## src/include/dnc_defaults.svh

```systemverilog
/*
  Default sizes for the content-addressing write head
  Shared by the top level and the testbench
*/
`ifndef DNC_DEFAULTS_SVH
`define DNC_DEFAULTS_SVH

// Signed element width
`define DNC_DATA_SIZE 16
// Memory rows
`define DNC_SIZE_N 8
// Elements per row
`define DNC_SIZE_W 8

`endif
```

## src/design/dnc_pkg.sv

```systemverilog
/*
  Shared constants for the content-addressing front end
  Counter widths and accumulator headroom
*/
`default_nettype none

package dnc_pkg;

  ////////////////////
  // Counters
  ////////////////////

  // Width of element counters and of the W field
  localparam int CNT_SIZE = 8;

  ////////////////////
  // Accumulator
  ////////////////////

  // Guard bits above the product width
  // 256 products fit before the sum can wrap
  localparam int ACC_GUARD = 8;

endpackage

`default_nettype wire

```

## src/design/dnc_vector_if.sv

```systemverilog
/*
  Element stream between the write head blocks
  One element moves per valid/ready transfer, last tags the final one
*/
`timescale 1ns/1ps
`default_nettype none

interface dnc_vector_if #(
  parameter int DATA_SIZE = 16
) ();

  // Handshake
  logic                 valid;
  logic                 ready;

  // Final element of the vector
  logic                 last;

  // Element payload
  logic [DATA_SIZE-1:0] data;

  // Producer side
  modport source (
    output valid,
    output last,
    output data,
    input  ready
  );

  // Consumer side
  modport sink (
    input  valid,
    input  last,
    input  data,
    output ready
  );

endinterface

`default_nettype wire

```

## src/design/dnc_write_content.sv

```systemverilog
/*
  Content-addressing write head front end
  Key streamer, row store and scorer joined by two element streams
*/
`timescale 1ns/1ps
`default_nettype none

`include "dnc_defaults.svh"

module dnc_write_content #(
  parameter int DATA_SIZE = `DNC_DATA_SIZE,
  parameter int SIZE_N    = `DNC_SIZE_N,
  parameter int SIZE_W    = `DNC_SIZE_W
) (
  input  wire                                       CLK,
  input  wire                                       RST,

  // Memory write
  input  wire                                       mem_wr_valid,
  output logic                                      mem_wr_ready,
  input  wire  [$clog2(SIZE_N)-1:0]                 mem_wr_row,
  input  wire  [dnc_pkg::CNT_SIZE-1:0]              mem_wr_col,
  input  wire  [DATA_SIZE-1:0]                      mem_wr_data,

  // Request
  input  wire                                       start_valid,
  output logic                                      start_ready,
  input  wire  [$clog2(SIZE_N)-1:0]                 start_row,
  input  wire  [dnc_pkg::CNT_SIZE-1:0]              size_w,

  // Key stream
  input  wire                                       key_valid,
  output logic                                      key_ready,
  input  wire  [DATA_SIZE-1:0]                      key_data,

  // Score
  output logic                                      score_valid,
  input  wire                                       score_ready,
  output logic [2*DATA_SIZE+dnc_pkg::ACC_GUARD-1:0] score_data
);

  import dnc_pkg::*;

  ////////////////////
  // Internal wiring
  ////////////////////

  logic                      begin_pulse;
  logic [CNT_SIZE-1:0]       size_w_req;
  logic [$clog2(SIZE_N)-1:0] row_sel;

  // Key and row element streams
  dnc_vector_if #(.DATA_SIZE(DATA_SIZE)) key_vec ();
  dnc_vector_if #(.DATA_SIZE(DATA_SIZE)) row_vec ();

  ////////////////////
  // Blocks
  ////////////////////

  dnc_write_key #(
    .DATA_SIZE(DATA_SIZE)
  ) dnc_write_key_inst (
    .CLK        (CLK),
    .RST        (RST),
    .begin_pulse(begin_pulse),
    .size_w     (size_w_req),
    .key_valid  (key_valid),
    .key_ready  (key_ready),
    .key_data   (key_data),
    .key_vec    (key_vec.source)
  );

  dnc_memory_rows #(
    .DATA_SIZE(DATA_SIZE),
    .SIZE_N   (SIZE_N),
    .SIZE_W   (SIZE_W)
  ) dnc_memory_rows_inst (
    .CLK         (CLK),
    .RST         (RST),
    .mem_wr_valid(mem_wr_valid),
    .mem_wr_ready(mem_wr_ready),
    .mem_wr_row  (mem_wr_row),
    .mem_wr_col  (mem_wr_col),
    .mem_wr_data (mem_wr_data),
    .begin_pulse (begin_pulse),
    .row_sel     (row_sel),
    .size_w      (size_w_req),
    .row_vec     (row_vec.source)
  );

  dnc_content_score #(
    .DATA_SIZE(DATA_SIZE),
    .SIZE_N   (SIZE_N)
  ) dnc_content_score_inst (
    .CLK        (CLK),
    .RST        (RST),
    .start_valid(start_valid),
    .start_ready(start_ready),
    .start_row  (start_row),
    .size_w_in  (size_w),
    .begin_pulse(begin_pulse),
    .size_w     (size_w_req),
    .row_sel    (row_sel),
    .key_vec    (key_vec.sink),
    .row_vec    (row_vec.sink),
    .score_valid(score_valid),
    .score_ready(score_ready),
    .score_data (score_data)
  );

endmodule

`default_nettype wire

```

## src/design/dnc_content_score.sv

```systemverilog
/*
  Content scorer
  Owns the request, starts both streamers and sums key times row
  products into one wrapping score
*/
`timescale 1ns/1ps
`default_nettype none

module dnc_content_score #(
  parameter int DATA_SIZE = 16,
  parameter int SIZE_N    = 8
) (
  input  wire                                         CLK,
  input  wire                                         RST,

  // Request
  input  wire                                         start_valid,
  output logic                                        start_ready,
  input  wire  [$clog2(SIZE_N)-1:0]                   start_row,
  input  wire  [dnc_pkg::CNT_SIZE-1:0]                size_w_in,

  // Toward both streamers
  output logic                                        begin_pulse,
  output logic [dnc_pkg::CNT_SIZE-1:0]                size_w,
  output logic [$clog2(SIZE_N)-1:0]                   row_sel,

  // Paired element streams
  dnc_vector_if.sink                                  key_vec,
  dnc_vector_if.sink                                  row_vec,

  // Result
  output logic                                        score_valid,
  input  wire                                         score_ready,
  output logic [2*DATA_SIZE+dnc_pkg::ACC_GUARD-1:0]   score_data
);

  import dnc_pkg::*;

  // Product width plus guard
  localparam int SCORE_SIZE = 2 * DATA_SIZE + ACC_GUARD;

  ////////////////////
  // States
  ////////////////////

  localparam logic [1:0] IDLE_STATE = 2'd0;
  localparam logic [1:0] RUN_STATE  = 2'd1;
  localparam logic [1:0] HOLD_STATE = 2'd2;

  ////////////////////
  // Signals
  ////////////////////

  logic [1:0]                    state;
  logic                          start_take;
  logic                          score_take;
  logic                          pair;
  logic                          pair_last;
  logic signed [2*DATA_SIZE-1:0] product;
  logic signed [SCORE_SIZE-1:0]  acc;
  logic signed [SCORE_SIZE-1:0]  acc_next;

  assign start_take = start_valid && start_ready;
  assign score_take = score_valid && score_ready;

  // Pairs only move together
  assign pair          = key_vec.valid && row_vec.valid;
  assign key_vec.ready = pair;
  assign row_vec.ready = pair;

  // Both streams tag element W-1
  assign pair_last = pair && key_vec.last && row_vec.last;

  ////////////////////
  // Multiply-accumulate
  ////////////////////

  assign product  = $signed(key_vec.data) * $signed(row_vec.data);

  // Sign extended, wraps at SCORE_SIZE
  assign acc_next = acc + SCORE_SIZE'(product);

  ////////////////////
  // Control
  ////////////////////

  always_ff @(posedge CLK or posedge RST) begin
    if (RST) begin
      state       <= IDLE_STATE;
      start_ready <= 1'b0;
      begin_pulse <= 1'b0;
      score_valid <= 1'b0;
    end else begin
      // Single cycle strobe
      begin_pulse <= 1'b0;
      case (state)
        IDLE_STATE: begin
          if (start_take) begin
            start_ready <= 1'b0;
            begin_pulse <= 1'b1;
            state       <= RUN_STATE;
          end else begin
            start_ready <= 1'b1;
          end
        end
        RUN_STATE: begin
          if (pair_last) begin
            score_valid <= 1'b1;
            state       <= HOLD_STATE;
          end
        end
        HOLD_STATE: begin
          // Held until taken
          if (score_take) begin
            score_valid <= 1'b0;
            start_ready <= 1'b1;
            state       <= IDLE_STATE;
          end
        end
        default: begin
          state <= IDLE_STATE;
        end
      endcase
    end
  end

  ////////////////////
  // Payload
  ////////////////////

  always_ff @(posedge CLK) begin
    // Request fields stay put for the whole request
    if (start_take) begin
      row_sel <= start_row;
      size_w  <= size_w_in;
    end

    // Sum restarts with each request
    if (begin_pulse) begin
      acc <= '0;
    end else if (pair) begin
      acc <= acc_next;
    end

    // Final pair included
    if (pair_last) begin
      score_data <= acc_next;
    end
  end

endmodule

`default_nettype wire

```

## src/design/dnc_memory_rows.sv

```systemverilog
/*
  Memory row store
  SIZE_N by SIZE_W register file with an element write port
  Streams the first W elements of the selected row after begin
*/
`timescale 1ns/1ps
`default_nettype none

module dnc_memory_rows #(
  parameter int DATA_SIZE = 16,
  parameter int SIZE_N    = 8,
  parameter int SIZE_W    = 8
) (
  input  wire                          CLK,
  input  wire                          RST,

  // Element write port
  input  wire                          mem_wr_valid,
  output logic                         mem_wr_ready,
  input  wire  [$clog2(SIZE_N)-1:0]    mem_wr_row,
  input  wire  [dnc_pkg::CNT_SIZE-1:0] mem_wr_col,
  input  wire  [DATA_SIZE-1:0]         mem_wr_data,

  // Request from the scorer
  input  wire                          begin_pulse,
  input  wire  [$clog2(SIZE_N)-1:0]    row_sel,
  input  wire  [dnc_pkg::CNT_SIZE-1:0] size_w,

  // Row stream toward the scorer
  dnc_vector_if.source                 row_vec
);

  import dnc_pkg::*;

  // Column index bits into the storage
  localparam int COL_BITS = (SIZE_W > 1) ? $clog2(SIZE_W) : 1;

  ////////////////////
  // Signals
  ////////////////////

  logic [DATA_SIZE-1:0] mem [SIZE_N][SIZE_W];

  logic                 wr_enable;
  logic                 wr_accept;
  logic                 wr_in_range;
  logic                 row_take;
  logic                 load;
  logic [CNT_SIZE-1:0]  col;
  logic [CNT_SIZE-1:0]  rd_col;

  ////////////////////
  // Write side
  ////////////////////

  // Closed from begin until the last row element leaves
  assign mem_wr_ready = wr_enable && !begin_pulse && !row_vec.valid;
  assign wr_accept    = mem_wr_valid && mem_wr_ready;

  // Out of range writes are dropped
  assign wr_in_range  = (mem_wr_col < CNT_SIZE'(SIZE_W)) && (32'(mem_wr_row) < SIZE_N);

  ////////////////////
  // Read side
  ////////////////////

  assign row_take = row_vec.valid && row_vec.ready;

  // New element on begin or after a non-final transfer
  assign load     = begin_pulse || (row_take && !row_vec.last);
  assign rd_col   = begin_pulse ? '0 : col;

  always_ff @(posedge CLK or posedge RST) begin
    if (RST) begin
      wr_enable     <= 1'b0;
      col           <= '0;
      row_vec.valid <= 1'b0;
      row_vec.last  <= 1'b0;
      for (int r = 0; r < SIZE_N; r++) begin
        for (int c = 0; c < SIZE_W; c++) begin
          mem[r][c] <= '0;
        end
      end
    end else begin
      // Write port opens one clock out of reset
      wr_enable <= 1'b1;

      if (wr_accept && wr_in_range) begin
        mem[mem_wr_row][mem_wr_col[COL_BITS-1:0]] <= mem_wr_data;
      end

      if (begin_pulse) begin
        // Element 0 goes out next cycle
        row_vec.valid <= 1'b1;
        row_vec.last  <= (size_w == CNT_SIZE'(1));
        col           <= CNT_SIZE'(1);
      end else if (row_take) begin
        if (row_vec.last) begin
          // Row finished
          row_vec.valid <= 1'b0;
          row_vec.last  <= 1'b0;
        end else begin
          row_vec.last <= (col == (size_w - CNT_SIZE'(1)));
          col          <= col + CNT_SIZE'(1);
        end
      end
    end
  end

  // M(t-1)[row][col]
  always_ff @(posedge CLK) begin
    if (load) begin
      row_vec.data <= mem[row_sel][rd_col[COL_BITS-1:0]];
    end
  end

endmodule

`default_nettype wire

```

## src/design/dnc_write_key.sv

```systemverilog
/*
  Write key streamer
  Accepts W key elements per request and forwards them on the key stream,
  tagging the final element with last
*/
`timescale 1ns/1ps
`default_nettype none

module dnc_write_key #(
  parameter int DATA_SIZE = 16
) (
  input  wire                          CLK,
  input  wire                          RST,

  // Request from the scorer
  input  wire                          begin_pulse,
  input  wire  [dnc_pkg::CNT_SIZE-1:0] size_w,

  // Key input
  input  wire                          key_valid,
  output logic                         key_ready,
  input  wire  [DATA_SIZE-1:0]         key_data,

  // Key stream toward the scorer
  dnc_vector_if.source                 key_vec
);

  import dnc_pkg::*;

  ////////////////////
  // States
  ////////////////////

  localparam logic IDLE_STATE = 1'b0;
  localparam logic RUN_STATE  = 1'b1;

  ////////////////////
  // Signals
  ////////////////////

  logic                state;
  logic [CNT_SIZE-1:0] index_loop;
  logic [CNT_SIZE-1:0] index_cur;
  logic                active;
  logic                out_free;
  logic                accept;
  logic                at_last;

  ////////////////////
  // Handshake
  ////////////////////

  // Open from the begin cycle until W elements are in
  assign active    = begin_pulse || (state == RUN_STATE);

  // Output register empty or draining this cycle
  assign out_free  = !key_vec.valid || key_vec.ready;

  assign key_ready = active && out_free;
  assign accept    = key_valid && key_ready;

  // Index restarts on begin
  assign index_cur = begin_pulse ? '0 : index_loop;
  assign at_last   = (index_cur == (size_w - CNT_SIZE'(1)));

  ////////////////////
  // Control
  ////////////////////

  always_ff @(posedge CLK or posedge RST) begin
    if (RST) begin
      state         <= IDLE_STATE;
      index_loop    <= '0;
      key_vec.valid <= 1'b0;
      key_vec.last  <= 1'b0;
    end else begin
      if (accept) begin
        // Element moves into the output register
        key_vec.valid <= 1'b1;
        key_vec.last  <= at_last;
        if (at_last) begin
          // All W taken
          state <= IDLE_STATE;
        end else begin
          state      <= RUN_STATE;
          index_loop <= index_cur + CNT_SIZE'(1);
        end
      end else begin
        // Register drained with nothing new behind it
        if (key_vec.ready) begin
          key_vec.valid <= 1'b0;
        end
        // Request arrived but no element yet
        if (begin_pulse) begin
          state      <= RUN_STATE;
          index_loop <= '0;
        end
      end
    end
  end

  ////////////////////
  // Payload
  ////////////////////

  // k(t) taken as given, no transform here
  always_ff @(posedge CLK) begin
    if (accept) begin
      key_vec.data <= key_data;
    end
  end

endmodule

`default_nettype wire

```

## config.mk

```make
export PLATFORM = sky130hd
export DESIGN_NAME = dnc_write_content
export DESIGN_NICKNAME = d
export VERILOG_FILES = /design/src/design/dnc_pkg.sv /design/src/design/dnc_vector_if.sv /design/src/design/dnc_write_content.sv /design/src/design/dnc_content_score.sv /design/src/design/dnc_memory_rows.sv /design/src/design/dnc_write_key.sv
export VERILOG_INCLUDE_DIRS = /design/src /design/src/include
export SDC_FILE = /design/constraint.sdc
export NUM_CORES = 2
export LEC_CHECK = 0
export ABC_AREA = 1
export BUFFER_PORTS_ARGS = -buffer_cell sky130_fd_sc_hd__buf_2
export CAP_MARGIN = 0
export CORE_MARGIN = 3
export CORE_UTILIZATION = 55
export DETAILED_ROUTE_END_ITERATION = 16
export PLACE_DENSITY_LB_ADDON = 0.2
export SYNTH_ARGS = -nofsm -noshare
export SYNTH_HDL_FRONTEND = slang
export SYNTH_HIERARCHICAL = 1
export SYNTH_SLANG_ARGS = --single-unit
```

## constraint.sdc

```tcl
create_clock -name CLK -period 66.9 [get_ports CLK]
set_clock_uncertainty 0.2 [all_clocks]
set_input_delay 0 -clock CLK [delete_from_list [all_inputs] [get_ports CLK]]
set_output_delay 0 -clock CLK [all_outputs]
set_load 0.005 [all_outputs]
```

After elaboration in Yosys (flattened, before gate mapping)
Index checks and enable logic that the tools add are counted.

word-level totals
  flip-flop bits (word level) = 1174
  bits of input ports = 60

operators by class
  equal/unequal tests = 10
  add/sub/neg operators = 4
  mux-type cells = 41
  $lt $le $gt $ge = 7
  reductions and logical operators = 34
  $mul = 1
  bitwise operators = 4

operators with widths
  operator                                             number
  bitwise mux 1024 bit                                 1
  binary-select mux 128 bit (select 3 bit)             1
  demux 128 bit (select 3 bit)                         1
  two-way mux 128 bit                                  3
  binary-select mux 16 bit (select 3 bit)              1
  demux 16 bit (select 3 bit)                          1
  two-way mux 16 bit                                   3
  two-way mux 8 bit                                    6
  adder 40 x 32 -> 40 bit                              1
  multiplier 16 x 16 -> 32 bit                         1
  two-way mux 1 bit                                    17
  adder 8 x 1 -> 8 bit (second input constant)         2
  == test 8 bit                                        2
  >= comparator 4 bit (second input constant)          4
  inverter 3 -> 4 bit                                  4
  logical AND 1 bit                                    15
  nonzero test 2 bit                                   6
  == test 8 x 1 -> 1 bit (second input constant)       1
  < comparator 4 x 1 -> 1 bit (second input constant)  2
  < comparator 8 x 4 -> 1 bit (second input constant)  1
  != test 2 x 1 -> 1 bit (second input constant)       4
  subtractor 8 x 1 -> 8 bit (second input constant)    1
  two-way mux 2 bit                                    3
  case mux 2 bit (3 select lines)                      1
  10 further kinds                                     19

Depth between registers and ports, before layout
  depth in word-level cells = 8
  mapped depth = 29
  mapped depth without buffers = 27

Cells and area by module
The synthesis kept the hierarchy.

modules (own cells, without submodules)
  module             sequential area each (um^2)  instances  area each (um^2)  cells an instance
  dnc_memory_rows    26380.3                      1          47933.5           6056
  dnc_content_score  2457.4                       1          16932.5           2138
  dnc_write_key      755.7                        1          1615.3            202

Least setup slack after synthesis
OpenSTA, ideal clock, no wires.

  path kind = register -> register
  from = register dnc_write_key_inst.key_vec.data[15]
  to = register dnc_content_score_inst/score_data[39] (netlist name) (data pin)
  setup time = 251 ps
  data arrival time = 5942 ps
  clock period less this slack = 6393 ps
  slack = 60507 ps
  stages on the path, launching flop included = 24
  cell sequence = edfxtp_1 > clkbuf_1 > nand2_1 > inv_1 > fa_1 > fa_1 > inv_1 > fa_1 > inv_1 > fa_1 > inv_1 > fa_1 > inv_1 > fa_1 > ha_1 > inv_1 > nor3_1 > nand2_1 > nor2_1 > nand3_1 > nand3_1 > nand2_1 > nand2_1 > inv_1

on the way
  word-level cells in the longest chain between the ends = 2

ends and longest elaborated chain
  item                                           RTL line                  RTL
  from (decl)                                    dnc_vector_if.sv:26       output data,
  from (signal assigned)                         dnc_write_key.sv:109      key_vec.data <= key_data;
  multiplier 16 x 16 -> 32 bit                   dnc_content_score.sv:78   assign product = $signed(key_vec.data) * $signed(row_vec.data);
  adder 40 x 32 -> 40 bit                        dnc_content_score.sv:81   assign acc_next = acc + SCORE_SIZE'(product);
  named net dnc_content_score_inst.acc_next[39]  dnc_content_score.sv:61   logic signed [SCORE_SIZE-1:0] acc_next;
  to (signal assigned)                           dnc_content_score.sv:147  score_data <= acc_next;
  to (decl)                                      dnc_content_score.sv:34   output logic [2*DATA_SIZE+dnc_pkg::ACC_GUARD-1:0] score_data

The timed path passes the listed nets, and every way through them passes these cells.
A chain may end at the register's enable or synchronous reset.

Final worst setup path
  from = register dnc_memory_rows_inst.row_vec.data[4]
  to = register dnc_content_score_inst/score_data[39] (netlist name) (data pin)

on the way
  word-level cells in the longest chain between the ends = 2

ends and longest elaborated chain
  item                                           RTL line                 RTL
  from (decl)                                    dnc_vector_if.sv:26
  from (signal assigned)                         dnc_memory_rows.sv:113   row_vec.data <= mem[row_sel][rd_col[COL_BITS-1:0]];
  multiplier 16 x 16 -> 32 bit                   dnc_content_score.sv:78
  adder 40 x 32 -> 40 bit                        dnc_content_score.sv:81
  named net dnc_content_score_inst.acc_next[39]  dnc_content_score.sv:61

The timed path passes the listed nets, and every way through them passes these cells.

==> impl_metrics.yaml <==
route:
  dr.pass1.iters: 6
  drcViolationCount: 0
  wl_um: 195000
  dr.first_iter.drc_count: 5803
  via_per_inst: 5.64
  vias: 55900
  ant_nets: 0
  wire_per_inst_um: 19.7
yosys:
  synth_cell_types: 43
  synth_edf_count: 83
  netlist_area_um2: 66500
  yosysTopAreaCellShare_pct: 39.6
  synth_seq_cells: 1174
  synth_common_cells: "2933 x nand2_1, 1051 x dfrtp_1, 1049 x o21ai_0"
  synthCells: 8396
  synthFlopType: "dfrtp_1"
  syn_avg_cell_area_um2: 7.92
  syn-num-nets: 8906
  synth_warnings: 6
  ys_seq_area_share_pct: 44.5
  synth_area_leaders: "dfrtp_1 40%, nand2_1 17%, fa_1 9.9%"
  synthArstFlopShare_pct: 89.5
  synth_top_cell_by_area: "dfrtp_1"
  synth_most_common_cell: "nand2_1"
critical_path:
  setup.worst_path.end_class: "register"
  cp.arrival_ns: 7.61
  r2r_start: "dnc_memory_rows_inst/row_vec.data[4]$_DFFE_PP_"
  r2r_end: "dnc_content_score_inst/score_data[39]$_DFFE_PP_"
  reg2reg_slack_ns: 59.63
  cp-start-kind: "register"
  crit_type: "reg -> reg"
  critPathMaxFanout: 16
  r2r_cells: 22
  cp-startpoint: "dnc_memory_rows_inst/row_vec.data[4]$_DFFE_PP_"
  crit_required_ns: 67.24
sta:
  tightest_slew_ns: 1.15
  fmax_mhz: 138
  fin_crit_sh_pct: 10.9
  final_hold_viol_count: 0
  maxSlewHeadroom_pct: 23.3
  rsz0062_at_grt: "false"
  fin_setup_tns_ns: 0
  layout_min_cycle_time_ns: 7.27
  final-max-slew-violation-count: 0
  setup_viol: 0
finish:
  area_growth_syn_to_layout_pct: 9.19
  nNetsFinal: 8713
  drive_gt1_share_pct: 6.02
  fin_area_um2: 72600
  fill_cells: 10600
  stdcell_count: 9905
worst_hold_path:
  whs_endpoint: "dnc_memory_rows_inst/mem[266]$_DFFE_PP0P_"
  hp-class: "in -> reg"
  hold_path_depth: 7
  min-delay-start: "mem_wr_col[3]"
cts:
  cts_inserted_buffers: 130
  cts_setup_buffers: 0
  clockBufferDepth: 3
  cts_tree: "built"
  cts-root-buf: "clkbuf_16"
  clock_latency_ns: 0.78
  cts.clk_slew.worst_paths_ns: 0.06
  clock_sinks: 1174
  htreeDepth: 4
placement:
  dp_cells: 9582
  dpl.hpwl_um: 119000
  gp_congestion: 0.934
  place_area_um2: 67400
  placement.io_buffers: 103
job:
  drv_cap: 0
grt:
  grt_max_degree: 170
  grt_use_total_pct: 31.5
  grt_antenna_before_repair: 5
  grt_pass1_vias: 54200
  gr-total-overflow: 0
  grt_first_pass_wirelength_um: 311000
floorplanning:
  die_x_um: 354
  rows: 126
  die_y_um: 354
  core_um2: 119000
  die-area_um2: 125000
  io_pins: 104
  start_util_pct: 55.9
outcome:
  outcome: "completed"
metal layers:
metal  share of wire, %  GRT usage, %  routed length [um]
met1                 41          42.9               80600
met2                 47          50.6               91500
met3                7.6          4.90               14700
met4                4.1          13.1                8040
met5             0.0067             0                  13
flip-flops by register name (all words and copies together) (netlist names), 2 cells and up:
register                           cells
dnc_write_key_inst/index_loop          8
dnc_content_score_inst/size_w          8
dnc_write_key_inst/key_vec.data       16
dnc_memory_rows_inst/row_vec.data     16
dnc_content_score_inst/score_data     40
dnc_content_score_inst/state           2
dnc_content_score_inst/acc            40
dnc_memory_rows_inst/col               8
dnc_content_score_inst/row_sel         3
dnc_memory_rows_inst/mem            1024
cell type report:
class	count	area, um2	area share (%)
Tap cell	1600	2000	2.76
Multi-Input combinational cell	5883	31700	43.7
Clock buffer	196	3820	5.27
Sequential cell	1174	29600	40.8
Inverter	745	2820	3.89
Clock inverter	36	509	0.702
Antenna cell	2	5.00	0.00689
Timing Repair Buffer	269	2080	2.87
logic make-up (layout without fill, tap and decap cells):
logic type	after synthesis	in the layout	share of synthesized area (%)
simple gates	4271	4271	26.5
buf+inv	1339	1246	7.75
flops	1174	1174	44.5
compound gates	1130	1130	8.58
fa+ha+maj	450	450	12.2
xor+xnor	31	31	0.420
other cells	1	3	0.00564
worst max-delay path: stages (launching register included):
cell      delay (ns)
edfxtp_1        0.89
nand2_1         0.27
fa_1            0.59
inv_1           0.07
fa_1            0.47
inv_1           0.19
fa_1            0.76
inv_1           0.10
fa_1            0.65
inv_1           0.21
fa_1            0.57
inv_1           0.06
fa_1            0.49
ha_1            0.38
inv_1           0.09
nor3_1          0.35
nand2_1         0.14
nor2_1          0.16
nand3_1         0.12
nand3_1         0.10
nand2_1         0.05
nand2_1         0.08
inv_1           0.04
repair_timing:
item                                   4_1_cts  5_1_grt
endpoints found under the hold margin     1231        0
resized for setup                            0        0
hold buffers                                89        0
through the flow:
step | hold slack [ns] | setup slack, ns | utilization, %
after floorplan | -0.421 | 37.57 | -
after detailed placement | -0.217 | 59.74 | 56.6
final | 0.0589 | 59.63 | 61.0
after global placement | -0.227 | 59.77 | 56.6
after CTS | 0.0181 | 59.70 | 61.0
after global routing | 0.0883 | 59.22 | 61.0
worst max path at each step:
| stage | depth (start not counted) | endpoint | slack [ns] |
|---|---|---|---|
| final | 22 | dnc_content_score_inst/score_data[39]$_DFFE_PP_ | 59.63 |
| after global routing | 22 | dnc_content_score_inst/score_data[39]$_DFFE_PP_ | 59.22 |
| after CTS | 22 | dnc_content_score_inst/score_data[39]$_DFFE_PP_ | 59.70 |
| after detailed placement | 22 | dnc_content_score_inst/score_data[39]$_DFFE_PP_ | 59.74 |
| after global placement | 22 | dnc_content_score_inst/score_data[39]$_DFFE_PP_ | 59.77 |
| after floorplan | 1 | dnc_memory_rows_inst/col[0]$_DFFE_PP0P_ | 37.57 |
placed cells by master, fill, tap and decap left out, types with 3 or more instances in the layout:
cell	netlist	routed
clkinv_2	0	11
buf_12	1	8
dfxtp_1	40	40
o21bai_1	8	8
buf_2	43	103
a21oi_2	4	4
nand3_2	5	5
clkbuf_16	0	133
nand2_2	55	55
buf_4	2	69
nor2_1	235	233
ha_1	120	120
nand2_1	2933	2933
fa_1	330	330
nand3_1	962	962
dlygate4sd3_1	0	89
clkbuf_8	0	26
clkinv_8	0	5
inv_6	0	5
bufinv_16	0	6
inv_1	714	709
edfxtp_1	83	83
clkbuf_1	504	37
dfrtp_1	1051	1050
nor2_4	4	5
a21oi_1	39	39
inv_8	0	3
xor2_1	22	22
xnor2_1	8	8
inv_16	0	3
o21ai_1	25	25
nand4_1	31	31
o21ai_0	1049	1049
nor2_2	14	15
inv_2	15	30
nor3_1	22	22
Power is left out: the tool's default activity adds up to more than one toggle a clock period on the data nets, which glitch-free logic cannot reach.
